===== src/include/spi_macros.svh =====
`ifndef SPI_MACROS_SVH
`define SPI_MACROS_SVH

// Bits per SPI transfer
`define SPI_DATA_W 8

// Slave selects and the width of a select index
`define SPI_SLAVES 4
`define SPI_SEL_W 2

// Register map on the 1-bit write address
`define SPI_ADDR_CFG 1'b0
`define SPI_ADDR_DATA 1'b1

// Entries in each command and response FIFO
`define SPI_QUEUE_DEPTH 2

`endif


===== src/design/spi_pkg.sv =====
`include "spi_macros.svh"

package spi_pkg;

	// Live configuration held by the decoder
	typedef struct packed {
		logic [7:0] prescale;
		logic [`SPI_SEL_W-1:0] select;
		logic cpol;
		logic cpha;
		logic lsb_first;
		logic enable;
	} spi_cfg_t;

	// One queued transfer, a snapshot of the config plus its byte
	typedef struct packed {
		logic [7:0] prescale;
		logic [`SPI_SEL_W-1:0] select;
		logic cpol;
		logic cpha;
		logic lsb_first;
		logic [`SPI_DATA_W-1:0] tx_data;
	} spi_cmd_t;

	// Received byte tagged for the host
	typedef struct packed {
		logic [`SPI_DATA_W-1:0] rx_data;
		logic [`SPI_SEL_W-1:0] select;
		// Completed transfers, wraps at 16
		logic [3:0] seq;
	} spi_rsp_t;

	// Host register write
	typedef struct packed {
		logic addr;
		logic [31:0] data;
	} spi_wr_t;

endpackage


===== src/design/spi_cmd_decode.sv =====
`include "spi_macros.svh"

module spi_cmd_decode (
	input  logic clk,
	input  logic arst_n,
	input  logic wr_valid,
	input  spi_pkg::spi_wr_t wr,
	output logic wr_ready,
	output logic cmd_valid,
	output spi_pkg::spi_cmd_t cmd,
	input  logic cmd_ready
);
	import spi_pkg::*;

	spi_cfg_t cfg;
	spi_cfg_t cfg_next;
	spi_cmd_t cmd_in;
	logic wr_fire;
	logic is_cfg;
	logic push;
	logic q_ready;

	// Writes stall only while the command FIFO is full
	assign wr_ready = q_ready;
	assign wr_fire = wr_valid && wr_ready;
	assign is_cfg = (wr.addr == `SPI_ADDR_CFG);

	// DATA writes with the block disabled are accepted and dropped
	assign push = wr_valid && (wr.addr == `SPI_ADDR_DATA) && cfg.enable;

	// CFG register layout
	always_comb begin
		cfg_next = '0;
		cfg_next.enable = wr.data[0];
		cfg_next.cpol = wr.data[2];
		cfg_next.cpha = wr.data[3];
		cfg_next.lsb_first = wr.data[4];
		cfg_next.select = wr.data[6:5];
		cfg_next.prescale = wr.data[15:8];
	end

	always_ff @(posedge clk or negedge arst_n) begin
		if (!arst_n) begin
			cfg <= '0;
		end else if (wr_fire && is_cfg) begin
			cfg <= cfg_next;
		end
	end

	// Snapshot of the current config travels with each byte
	assign cmd_in.prescale = cfg.prescale;
	assign cmd_in.select = cfg.select;
	assign cmd_in.cpol = cfg.cpol;
	assign cmd_in.cpha = cfg.cpha;
	assign cmd_in.lsb_first = cfg.lsb_first;
	assign cmd_in.tx_data = wr.data[`SPI_DATA_W-1:0];

	spi_queue #(.T(spi_cmd_t)) u_cmd_q (
		.clk(clk),
		.arst_n(arst_n),
		.in_valid(push),
		.in_data(cmd_in),
		.in_ready(q_ready),
		.out_valid(cmd_valid),
		.out_data(cmd),
		.out_ready(cmd_ready),
		.full()
	);

endmodule


===== src/design/spi_master_top.sv =====
`include "spi_macros.svh"

module spi_master_top (
	input  logic clk,
	input  logic arst_n,
	input  logic wr_valid,
	output logic wr_ready,
	input  spi_pkg::spi_wr_t wr,
	output logic rsp_valid,
	input  logic rsp_ready,
	output spi_pkg::spi_rsp_t rsp,
	output logic sck,
	output logic mosi,
	input  logic miso,
	output logic [`SPI_SLAVES-1:0] ss_n
);
	import spi_pkg::*;

	spi_cmd_t cmd;
	logic cmd_valid;
	logic cmd_ready;
	logic space;
	logic done;
	logic [`SPI_DATA_W-1:0] rx_byte;
	logic [`SPI_SEL_W-1:0] rx_select;

	// Host writes become queued commands
	spi_cmd_decode u_decode (
		.clk(clk),
		.arst_n(arst_n),
		.wr_valid(wr_valid),
		.wr(wr),
		.wr_ready(wr_ready),
		.cmd_valid(cmd_valid),
		.cmd(cmd),
		.cmd_ready(cmd_ready)
	);

	spi_shift_engine u_engine (
		.clk(clk),
		.arst_n(arst_n),
		.cmd_valid(cmd_valid),
		.cmd(cmd),
		.cmd_ready(cmd_ready),
		.space(space),
		.sck(sck),
		.mosi(mosi),
		.miso(miso),
		.ss_n(ss_n),
		.done(done),
		.rx_byte(rx_byte),
		.rx_select(rx_select)
	);

	// Tagged results back to the host
	spi_rsp_collect u_collect (
		.clk(clk),
		.arst_n(arst_n),
		.done(done),
		.rx_byte(rx_byte),
		.rx_select(rx_select),
		.space(space),
		.rsp_valid(rsp_valid),
		.rsp(rsp),
		.rsp_ready(rsp_ready)
	);

endmodule


===== src/design/spi_queue.sv =====
`include "spi_macros.svh"

module spi_queue #(
	parameter type T = logic [`SPI_DATA_W-1:0]
) (
	input  logic clk,
	input  logic arst_n,
	input  logic in_valid,
	input  T     in_data,
	output logic in_ready,
	output logic out_valid,
	output T     out_data,
	input  logic out_ready,
	output logic full
);
	localparam int DEPTH = `SPI_QUEUE_DEPTH;
	localparam int PTR_W = (DEPTH > 1) ? $clog2(DEPTH) : 1;
	localparam int CNT_W = $clog2(DEPTH + 1);

	T mem [DEPTH];
	logic [PTR_W-1:0] wr_ptr;
	logic [PTR_W-1:0] rd_ptr;
	logic [CNT_W-1:0] count;
	logic push;
	logic pop;

	assign full = (count == CNT_W'(DEPTH));
	assign in_ready = !full;
	assign out_valid = (count != '0);
	// Head entry shows directly on the output
	assign out_data = mem[rd_ptr];
	assign push = in_valid && in_ready;
	assign pop = out_valid && out_ready;

	// Payload storage
	always_ff @(posedge clk) begin
		if (push) begin
			mem[wr_ptr] <= in_data;
		end
	end

	always_ff @(posedge clk or negedge arst_n) begin
		if (!arst_n) begin
			wr_ptr <= '0;
			rd_ptr <= '0;
			count <= '0;
		end else begin
			if (push) begin
				wr_ptr <= (wr_ptr == PTR_W'(DEPTH - 1)) ? '0 : wr_ptr + 1'b1;
			end
			if (pop) begin
				rd_ptr <= (rd_ptr == PTR_W'(DEPTH - 1)) ? '0 : rd_ptr + 1'b1;
			end
			// Simultaneous push and pop leaves the count alone
			case ({push, pop})
				2'b10: count <= count + 1'b1;
				2'b01: count <= count - 1'b1;
				default: count <= count;
			endcase
		end
	end

endmodule


===== src/design/spi_rsp_collect.sv =====
`include "spi_macros.svh"

module spi_rsp_collect (
	input  logic clk,
	input  logic arst_n,
	input  logic done,
	input  logic [`SPI_DATA_W-1:0] rx_byte,
	input  logic [`SPI_SEL_W-1:0] rx_select,
	output logic space,
	output logic rsp_valid,
	output spi_pkg::spi_rsp_t rsp,
	input  logic rsp_ready
);
	import spi_pkg::*;

	spi_rsp_t rsp_in;
	logic [3:0] seq;
	logic q_full;

	// Count of finished transfers, first response carries 0
	always_ff @(posedge clk or negedge arst_n) begin
		if (!arst_n) begin
			seq <= '0;
		end else if (done) begin
			seq <= seq + 1'b1;
		end
	end

	assign rsp_in.rx_data = rx_byte;
	assign rsp_in.select = rx_select;
	assign rsp_in.seq = seq;

	// Engine waits for a free slot before each transfer
	assign space = !q_full;

	spi_queue #(.T(spi_rsp_t)) u_rsp_q (
		.clk(clk),
		.arst_n(arst_n),
		.in_valid(done),
		.in_data(rsp_in),
		.in_ready(),
		.out_valid(rsp_valid),
		.out_data(rsp),
		.out_ready(rsp_ready),
		.full(q_full)
	);

endmodule


===== src/design/spi_shift_engine.sv =====
`include "spi_macros.svh"

module spi_shift_engine (
	input  logic clk,
	input  logic arst_n,
	input  logic cmd_valid,
	input  spi_pkg::spi_cmd_t cmd,
	output logic cmd_ready,
	input  logic space,
	output logic sck,
	output logic mosi,
	input  logic miso,
	output logic [`SPI_SLAVES-1:0] ss_n,
	output logic done,
	output logic [`SPI_DATA_W-1:0] rx_byte,
	output logic [`SPI_SEL_W-1:0] rx_select
);
	import spi_pkg::*;

	localparam int W = `SPI_DATA_W;
	localparam int EDGES = 2 * W;
	localparam int EDGE_W = $clog2(EDGES + 1);
	localparam logic [`SPI_SLAVES-1:0] SEL_ONE = 1;

	typedef enum logic [1:0] {
		ST_IDLE,
		ST_SHIFT,
		ST_FINISH
	} state_t;

	state_t state;
	spi_cmd_t cur;
	logic [7:0] div_cnt;
	logic [EDGE_W-1:0] edge_cnt;
	logic [W-1:0] tx_sr;
	logic [W-1:0] rx_sr;
	logic start;
	logic tick;
	logic odd_edge;
	logic launch;
	logic sample;
	logic tx_bit;

	// Drop the bit just sent, direction set by order
	function automatic logic [W-1:0] shift_out(input logic [W-1:0] v, input logic lsb);
		return lsb ? (v >> 1) : (v << 1);
	endfunction

	// No start while a done is still landing in the response FIFO
	assign cmd_ready = (state == ST_IDLE) && space && !done;
	assign start = cmd_valid && cmd_ready;

	// Half period ends after prescale+1 clocks
	assign tick = (state != ST_IDLE) && (div_cnt == cur.prescale);

	// Edge about to be made is odd while the count is even
	assign odd_edge = !edge_cnt[0];

	// cpha 0 launches at start and on even edges, last edge excluded
	// cpha 1 launches on odd edges
	assign launch = tick && (state == ST_SHIFT) &&
		(cur.cpha ? odd_edge : (!odd_edge && edge_cnt != EDGE_W'(EDGES - 1)));
	assign sample = tick && (state == ST_SHIFT) && (cur.cpha ? !odd_edge : odd_edge);

	assign tx_bit = cur.lsb_first ? tx_sr[0] : tx_sr[W-1];
	assign rx_byte = rx_sr;
	assign rx_select = cur.select;

	always_ff @(posedge clk or negedge arst_n) begin
		if (!arst_n) begin
			state <= ST_IDLE;
			div_cnt <= '0;
			edge_cnt <= '0;
			sck <= 1'b0;
			mosi <= 1'b1;
			ss_n <= '1;
			done <= 1'b0;
		end else begin
			done <= 1'b0;
			case (state)
				ST_IDLE: begin
					if (start) begin
						state <= ST_SHIFT;
						div_cnt <= '0;
						edge_cnt <= '0;
						sck <= cmd.cpol;
						ss_n <= ~(SEL_ONE << cmd.select);
						// cpha 0 shows the first bit before any edge
						if (!cmd.cpha) begin
							mosi <= cmd.lsb_first ? cmd.tx_data[0] : cmd.tx_data[W-1];
						end
					end else if (cmd_valid) begin
						// Settle to the polarity of the waiting command
						sck <= cmd.cpol;
					end
				end
				ST_SHIFT, ST_FINISH: begin
					div_cnt <= tick ? '0 : div_cnt + 1'b1;
					if (tick && state == ST_FINISH) begin
						state <= ST_IDLE;
						ss_n <= '1;
						mosi <= 1'b1;
						done <= 1'b1;
					end else if (tick) begin
						sck <= ~sck;
						edge_cnt <= edge_cnt + 1'b1;
						if (edge_cnt == EDGE_W'(EDGES - 1)) begin
							state <= ST_FINISH;
						end
						if (launch) begin
							mosi <= tx_bit;
						end
					end
				end
				default: state <= ST_IDLE;
			endcase
		end
	end

	// Transfer payload and shift registers
	always_ff @(posedge clk) begin
		if (start) begin
			cur <= cmd;
			// First bit already on mosi for cpha 0
			tx_sr <= cmd.cpha ? cmd.tx_data : shift_out(cmd.tx_data, cmd.lsb_first);
		end else if (launch) begin
			tx_sr <= shift_out(tx_sr, cur.lsb_first);
		end
		if (sample) begin
			rx_sr <= cur.lsb_first ? {miso, rx_sr[W-1:1]} : {rx_sr[W-2:0], miso};
		end
	end

endmodule


===== config.mk =====
export PLATFORM = sky130hd
export DESIGN_NAME = spi_master_top
export DESIGN_NICKNAME = d
export VERILOG_FILES = /design/src/design/spi_pkg.sv /design/src/design/spi_cmd_decode.sv /design/src/design/spi_master_top.sv /design/src/design/spi_queue.sv /design/src/design/spi_rsp_collect.sv /design/src/design/spi_shift_engine.sv
export VERILOG_INCLUDE_DIRS = /design/src /design/src/include
export SDC_FILE = /design/constraint.sdc
export NUM_CORES = 1
export LEC_CHECK = 0
export BUFFER_PORTS_ARGS = -buffer_cell sky130_fd_sc_hd__buf_2
export CAP_MARGIN = 20
export CORE_AREA = 2 2 106 108
export CTS_CLUSTER_DIAMETER = 150
export CTS_CLUSTER_SIZE = 20
export DETAILED_ROUTE_END_ITERATION = 16
export DIE_AREA = 0 0 108 110
export HOLD_SLACK_MARGIN = 0.15
export PLACE_DENSITY = 0.81
export SYNTH_ARGS = -nofsm -noshare
export SYNTH_HDL_FRONTEND = slang
export SYNTH_HIERARCHICAL = 1
export SYNTH_SLANG_ARGS = --single-unit

===== constraint.sdc =====
create_clock -name clk -period 4.6 [get_ports clk]
set_clock_uncertainty 0.05 [all_clocks]
set_input_delay 0.92 -clock clk [delete_from_list [all_inputs] [get_ports clk]]
set_output_delay 0.92 -clock clk [all_outputs]
set_load 0.03 [all_outputs]

-- After elaboration in Yosys (flattened, before gate mapping)
Memories as Yosys holds them, arrays and structs flattened.
Cells that the tools add are included.
- flip-flop bits (word level): 76
- bits in latches: 0
- memory bits (writable): 70
- memory bits (read-only): 0
- memories kept: 2
- memories (name ; words ; width ; rd ports ; clocked after memory_dff ; wr ports ; line ; RTL):
    u_decode.u_cmd_q.mem ; 2 ; 21 ; 1 ; 0 ; 1 ; spi_queue.sv:20 ; T mem [DEPTH];
    u_collect.u_rsp_q.mem ; 2 ; 14 ; 1 ; 0 ; 1 ; spi_queue.sv:20 ;
- add/sub/neg operators: 11
- $mul: 0
- divide/modulo/power cells: 0
- $lt $le $gt $ge: 0
- eq/ne operators: 20
- shift-type cells: 1
- muxes and demuxes: 48
- bitwise gates (word level): 3
- reduce and logical (&&, ||, !) cells: 35
- operator list (cell ; count):
    $mux 8 ; 8
    $mux 1 ; 23
    $logic_and 1x1->1 ; 16
    $pmux 8 s2 ; 1
    $mux 5 ; 3
    $reduce_bool 2->1 ; 7
    $pmux 2 s2 ; 3
    $eq 2x2->1 const B ; 5
    $pmux 5 s2 ; 1
    $ne 3x1->1 const B ; 3
    $add 8x1->8 const B ; 1
    $eq 8x8->1 ; 1
    $mux 2 ; 4
    $mux 4 ; 2
    $pmux 4 s2 ; 1
    $reduce_and 4->1 ; 2
    $eq 2x1->1 const B ; 3
    $ne 2x2->1 const B ; 3
    $reduce_and 3->1 ; 2
    $add 5x1->5 const B ; 1
    $eq 5x4->1 const B ; 1
    $ne 5x4->1 const B ; 1
    $reduce_and 5->1 ; 1
    $add 1x1->1 const B ; 4
    other kinds (13) ; 21

-- Longest topological paths before layout
Gate-level depths: netlist (run 1).
- depth after elaboration: 8
- mapped depth: 10
- mapped depth without buffers: 10

-- Hierarchy
The synthesis (run 1) kept the hierarchy.
- modules (own cells, without submodules) (module ; times used ; cells an instance ; area an instance (µm²) ; sequential area each (µm²)):
    spi_shift_engine ; 1 ; 250 ; 2726.4 ; 1397.6
    spi_queue (u_decode.u_cmd_q) ; 1 ; 83 ; 1711.6 ; 1361.3
    spi_queue (u_collect.u_rsp_q) ; 1 ; 62 ; 1216.2 ; 940.9
    spi_cmd_decode ; 1 ; 31 ; 583.1 ; 350.3
    spi_rsp_collect ; 1 ; 12 ; 163.9 ; 100.1

-- Least setup slack after synthesis (run 1)
Ideal clock, no wire load.
- path type: register -> register
- start: register u_engine.state[0]
- end: register u_engine.tx_sr[0] (enable)
- library setup time: 384 ps
- arrival time: 2334 ps
- slack: 1832 ps
- stages on the path, launching flop included: 8
- clock period less this slack: 2768 ps
- cell sequence: dfrtp_1 > inv_1 > ha_1 > buf_2 > or4_4 > nor3_2 > nand2_1 > o21ai_0
- longest elaborated chain between the ends: 5
- elaborated cells on any way between the ends: 10
- RTL lines (item ; line ; RTL):
    from (decl) ; spi_shift_engine.sv:31 ; state_t state;
    from (signal assigned) ; spi_shift_engine.sv:71 ; state <= ST_IDLE;
    from (signal assigned) ; spi_shift_engine.sv:83 ; state <= ST_SHIFT;
    from (signal assigned) ; spi_shift_engine.sv:100 ; state <= ST_IDLE;
    $logic_not 2->1 or $reduce_bool 2->1 (tied branches) ; spi_shift_engine.sv:50, spi_shift_engine.sv:54 ;
    $logic_and 1x1->1 (on tied branches) ; spi_shift_engine.sv:50, spi_shift_engine.sv:54 ;
    $logic_and 1x1->1 (on tied branches) ; spi_shift_engine.sv:50, spi_shift_engine.sv:61 ;
    $logic_and 1x1->1 (on tied branches) ; spi_shift_engine.sv:51, spi_shift_engine.sv:61 ;
    $reduce_bool 2->1 (no line) * ; -- ;
    to (signal assigned) ; spi_shift_engine.sv:125 ; tx_sr <= cmd.cpha ? cmd.tx_data : shift_out(cmd.tx_data, cmd.lsb_first);
    to (signal assigned) ; spi_shift_engine.sv:127 ; tx_sr <= shift_out(tx_sr, cur.lsb_first);
    to (decl) ; spi_shift_engine.sv:35 ; logic [W-1:0] tx_sr;
Every way passes the cells marked *; elsewhere a longest branch is shown, timed or not.
A chain may end at the register's enable or synchronous reset.

-- Worst setup path after layout (run 1)
- start: register u_engine.state[1]
- end: register u_engine.tx_sr[1] (enable)
The elaborated chain is that of the path after synthesis.

==> flow_summary.toml, run 1 <==
[clock_network]
cts_setup_buffers = 0
cts_buffers = 17
h-tree-depth = 4
cts_buffer_depth = 2
cts_sinks = 146
ctsHoldBuffers = 0
clk_pin_slew_worst_paths_ns = 0.07
ctsRootBufferMaster = "clkbuf_8"
worst_skew_pair.late_latency_ns = 0.52
cts_resized = 0
cts_tree = "yes"

[die]
die_w_um = 108
core_mm2 = 0.0107
pin_count = 60
die-area_mm2 = 0.0119
fp.dieH_um = 110
num_rows = 38
start_util_pct = 59.8

[pwr]
p_total_mw = 4.61
power.density_mw_per_mm2 = 633
p_leak_nw = 2.79
max-vdd-ir-drop_v = 0.000384

[setup_path]
crit_type = "flop to flop"
crit_path_start = "u_engine/state[1]$_DFFE_PN0P_"
critPathArrivalTime_ns = 3.32
timing.rr.end = "u_engine/tx_sr[1]$_DFFE_PP_"
critPathLaunchType = "flop"
crit_path_cell_trace = "inv_1 -> ha_1 -> or4_4 -> nor3_2 -> nand2_1 -> o21ai_0"
endpoint = "u_engine/tx_sr[1]$_DFFE_PP_"
cp_max_fo = 9
cpLargestDelayFamily = "simple AND/OR/NAND/NOR gates"
max_stage_delay_ns = 0.85
endpoint_kind = "flop"
r2r_setup_slack_ns = 1.37
ff2ff_path_depth = 6
cp.required_ns = 4.69
crit_buf_inv = 1
r2r_start = "u_engine/state[1]$_DFFE_PN0P_"
cp_num_cells = 6
crit_slowest_cell = "o21ai_0"

[sta]
relSlewSlack_pct = 27.3
fmax_mhz = 310
finalMaxSlewViolations = 0
period_share_pct = 70.2
finalHoldViolCount = 0
rsz0062_at_grt = "no"
min_period_ns = 3.23
setup_tns_ns = 0
timing.hold.ws_ns = 0.426
setup_violations = 0
worst_slew_pin_slew_ns = 1.08

[global_route]
grt_max_degree = 49
antenna_found_initial = 0
grt_pass1_wl_um = 17700
grt.overflow.total = 0
grt_pass1_vias = 3697
grt.total_usage_pct = 19.7

[route]
wl_um = 10800
drtIter0Drc = 183
detail_route.wl_per_cell_um = 17.0
vias_per_cell = 5.68
postRouteAntennaNets = 0
num_vias = 3615
post-route-drc-count = 0
dr.pass1.iters = 5

[placement]
gp_congestion = 0.795
dp_hpwl_um = 7020
dp.cells = 604
io_buffers = 43
placed_area_mm2 = 0.00671

[finish]
post_route_cells_drive_above_1_share_pct = 30.6
post-route-cell-area_mm2 = 0.00728
syn2layout_area_growth_pct = 13.7
final_nets = 533
antenna_cells = 0
fillers = 697
final_cells = 637

[run]
drv_cap = 0

[outcome]
status = "complete, no violations"

[synth]
synthCells = 437
syn-num-nets = 486
syn_area_mm2 = 0.00640
syn_area_per_cell_um2 = 14.6
yosysWarningCount = 6

[worst_hold_path]
hold_path.class = "flop to flop"
==> worst reg2reg max path, stage by stage (launching register included) <==
cell,delay (ns)
dfrtp_1,0.41
inv_1,0.12
ha_1,0.31
or4_4,0.62
nor3_2,0.34
nand2_1,0.13
o21ai_0,0.85
==> layout by cell type (no fill, tap or decap), drive strengths merged, types with 3 or more instances in the layout <==
master	n
or4	3
nor4	3
dfrtp	43
o22a	3
and3	7
inv	18
clkinv	7
nor3b	3
mux2	60
xor2	9
a2bb2oi	3
nand4	4
mux2i	16
and2	4
nor3	4
a21oi	18
dfstp	5
o21ai	10
ha	11
a211oi	6
buf	47
nor2	21
edfxtp	98
xnor2	14
nand3	11
a31oi	4
clkbuf	19
nand2	24
==> stage by stage <==
stage               utilization [%]  setup slack [ns]
floorplan                         -              1.83
CTS                            67.9              1.37
global route                   68.0              1.24
finish                         68.0              1.37
global placement               62.7              1.52
detailed placement             62.7              1.41
==> how the worst min path moves through the flow <==
stage,from,endpoint,slack (ns),cells past startpoint
finish,u_decode/cfg[13]$_DFFE_PN0P_,u_decode/u_cmd_q/mem[1][20]$_DFFE_PP_,0.43,0
global route,u_decode/cfg[7]$_DFFE_PN0P_,u_decode/u_cmd_q/mem[0][14]$_DFFE_PP_,0.44,0
CTS,u_decode/cfg[12]$_DFFE_PN0P_,u_decode/u_cmd_q/mem[0][19]$_DFFE_PP_,0.43,0
detailed placement,u_decode/cfg[12]$_DFFE_PN0P_,u_decode/u_cmd_q/mem[0][19]$_DFFE_PP_,0.41,0
global placement,u_decode/cfg[13]$_DFFE_PN0P_,u_decode/u_cmd_q/mem[1][20]$_DFFE_PP_,0.40,0
floorplan,u_decode/cfg[3]$_DFFE_PN0P_,u_decode/u_cmd_q/mem[0][10]$_DFFE_PP_,0.39,0
==> metal layers <==
metal / up-vias / global-route usage (%) / share of wire, %
li1: 1724 / - / -
met1: 1784 / 24.8 / 45
met2: 95 / 32.6 / 50
met3: 12 / 4.47 / 4.2
met4: 0 / 9.71 / 1.3
met5: - / 0 / 0
==> where the power goes <==
group          switching [mW]  internal, mW
combinational           0.736         0.575
clock                   0.543         0.732
sequential              0.249          1.77
total                    1.53          3.08
==> state kept, by name (all words and copies together) (netlist names) <==
name and count:
u_engine/state 2, u_decode/u_cmd_q/mem 42, u_collect/u_rsp_q/wr_ptr 1, u_engine/rx_byte 8, u_engine/done 1, u_engine/ss_n 4
u_engine/cur 10, u_collect/seq 4, u_engine/mosi 1, u_collect/u_rsp_q/mem 28, u_decode/u_cmd_q/rd_ptr 1, u_engine/edge_cnt 5
u_engine/rx_select 2, u_decode/u_cmd_q/count 2, u_engine/sck 1, u_decode/u_cmd_q/wr_ptr 1, u_collect/u_rsp_q/rd_ptr 1, u_engine/tx_sr 8
u_collect/u_rsp_q/count 2, u_decode/cfg 14, u_engine/div_cnt 8
==> final cells by class <==
type / instances / area, um2 / area share, %
clock buffer: 19 / 464 / 6.38
clock inverter: 13 / 97.6 / 1.34
inverter: 14 / 52.6 / 0.722
multi-input combinational: 258 / 2090 / 28.7
sequential: 146 / 4150 / 57.0
tap: 140 / 175 / 2.41
timing repair buffer: 47 / 245 / 3.37
(Power assumes the default switching activity.)
==> run 2: changes to the inputs <==
CORE_AREA = 2 2 108 110   (was 2 2 106 108)
DIE_AREA = 0 0 110 112   (was 0 0 108 110)
PLACE_DENSITY = 0.79   (was 0.81)
clock period = 3.3 ns   (was 4.6 ns; I/O delays follow)
==> run 2 against run 1 <==
Non-clock buffer count increased by 7. Sequential share of layout area decreased by 0.54 points. Global-route usage decreased by 0.36 points. Utilization decreased by 2.3 points. Final cell count increased by 1.6%. Sequential power increased by 38%. Critical path depth increased by 1. Largest cell class unchanged. Critical path type unchanged. Worst setup slack got worse by 0.87 ns. Combinational power increased by 45%. Die area increased by 3.7%. Worst hold slack got worse by 0.24 ns. Clock power increased by 40%.
==> flow_summary.toml, run 2 (synthesized netlist as in run 1, its figures left out) <==
[setup_path]
cp_max_fo = 9
crit_type = "flop to flop"
endpoint_kind = "flop"
critPathLaunchType = "flop"
critPathArrivalTime_ns = 2.79
cp.required_ns = 3.29
r2r_setup_slack_ns = 0.50

[sta]
rsz0062_at_grt = "no"
worst_slew_pin_slew_ns = 0.757
min_period_ns = 2.80
period_share_pct = 84.7
relSlewSlack_pct = 49.4
finalHoldViolCount = 0
finalMaxSlewViolations = 0
setup_violations = 0
fmax_mhz = 358
setup_tns_ns = 0

[pwr]
p_total_mw = 6.48
max-vdd-ir-drop_v = 0.000519
power.density_mw_per_mm2 = 882
p_leak_nw = 2.82

[route]
met1Wirelength_um = 4900
detail_route.wl_per_cell_um = 16.9
wl_met2_um = 5510
top_layer_used = "met4"
drtIter0Drc = 208
dr_wl_met3_um = 414
post-route-drc-count = 0
dr.pass1.iters = 4
postRouteAntennaNets = 0
num_vias = 3624
wl_um = 11000
vias_per_cell = 5.60

[die]
num_rows = 39
core_mm2 = 0.0112
die_w_um = 110
start_util_pct = 57.3
fp.dieH_um = 112
pin_count = 60
die-area_mm2 = 0.0123

[finish]
fillers = 773
largest_register_ffs = 42
post_route_cells_drive_above_1_share_pct = 31.0
final_common_cell = "edfxtp_1"
final_nets = 540
layout_common_cells = "edfxtp_1 (98), mux2_2 (50), buf_2 (43), dfrtp_1 (43), nand2_1 (24)"
biggestRegsByFlops = "u_decode/u_cmd_q/mem (42), u_collect/u_rsp_q/mem (28), u_decode/cfg (14)"
antenna_cells = 0
top_register = "u_decode/u_cmd_q/mem"
final_cells = 647
syn2layout_area_growth_pct = 14.8

[placement]
io_buffers = 43
gp_congestion = 0.808
dp.cells = 614
dp_hpwl_um = 7160

[clock_network]
cts_buffers = 17
cts_tree = "yes"
cts_buffer_depth = 2
ctsHoldBuffers = 0
cts_sinks = 146
cts_setup_buffers = 0
ctsRootBufferMaster = "clkbuf_16"
h-tree-depth = 4
worst_skew_pair.late_latency_ns = 0.41
clk_pin_slew_worst_paths_ns = 0.06
cts_resized = 0

[global_route]
grt.overflow.total = 0
antenna_found_initial = 0
grt_pass1_wl_um = 18100
grt_pass1_vias = 3696
grt.total_usage_pct = 19.4
grt_max_degree = 46

[worst_hold_path]
hold_path.class = "primary input to asynchronous set/reset pin"

[outcome]
status = "complete, no violations"

[run]
drv_cap = 0
## run 2: changes by cell type in the layout (fill, tap and decap cells not counted)
cell | before | now
clkbuf_16 | 18 | 17
buf_16 | 0 | 1
buf_4 | 4 | 10
clkinvlp_4 | 2 | 4
clkbuf_1 | 0 | 3
bufinv_16 | 0 | 1
inv_4 | 1 | 0
clkinv_4 | 4 | 1
clkinv_2 | 3 | 2
## run 2: critical path: stages, from the launching register on
cell and delay [ns]:
dfrtp_1 0.41, inv_1 0.12, ha_1 0.32, or4_4 0.62, nor3_2 0.13, buf_4 0.16
nand2_1 0.07, nor2_1 0.54
## run 2: final timing paths
| check | startpoint | to | cells after the start |
|---|---|---|---|
| min reg2reg | u_decode/cfg[3]$_DFFE_PN0P_ | u_decode/u_cmd_q/mem[0][10]$_DFFE_PP_ | 0 |
| min in group clk | wr[1] | u_decode/u_cmd_q/mem[0][1]$_DFFE_PP_ | 1 |
| max | u_engine/state[0]$_DFFE_PN0P_ | u_engine/rx_byte[0]$_DFFE_PP_ | 7 |
| max in group asynchronous | arst_n | u_engine/ss_n[0]$_DFFE_PN1P_ | 3 |
| min | arst_n | u_decode/cfg[8]$_DFFE_PN0P_ | 1 |
| max reg2reg | u_engine/state[0]$_DFFE_PN0P_ | u_engine/rx_byte[0]$_DFFE_PP_ | 7 |
## run 2: power breakdown
part / internal, mW / switching [mW] / total, mW / leakage (nW)
Combinational: 0.837 / 1.06 / 1.90 / 1.09
Clock: 1.06 / 0.732 / 1.79 / 0.260
Sequential: 2.47 / 0.320 / 2.79 / 1.47
Total: 4.37 / 2.11 / 6.48 / 2.82
## run 2: through the flow
stage                     setup slack (ns)  hold WS [ns]  cell area (um2)  util [%]
final                                0.504         0.190             7350      65.7
after CTS                            0.520         0.373             7320      65.5
after floorplan                      0.532         0.314             6400         -
after global routing                 0.407         0.236             7350      65.7
after detailed placement             0.592         0.402             6760      60.5
after global placement               0.679         0.395             6760      60.5
## run 2: cell type report
cell class                      count  area, um2  share of cell area (%)
Clock buffer                       21        450                    6.13
Inverter                           14       52.6                   0.715
Tap cell                          143        179                    2.44
Timing Repair Buffer               54        318                    4.33
Sequential cell                   146       4150                    56.5
Multi-Input combinational cell    258       2090                    28.5
Clock inverter                     11        105                    1.43
## run 2: metal layers
layer  vias to the layer above  global-route usage (%)
met5                         -                       0
met4                         0                    6.84
met3                        10                    4.68
met2                        79                    31.2
met1                      1784                    25.5
li1                       1751                       -
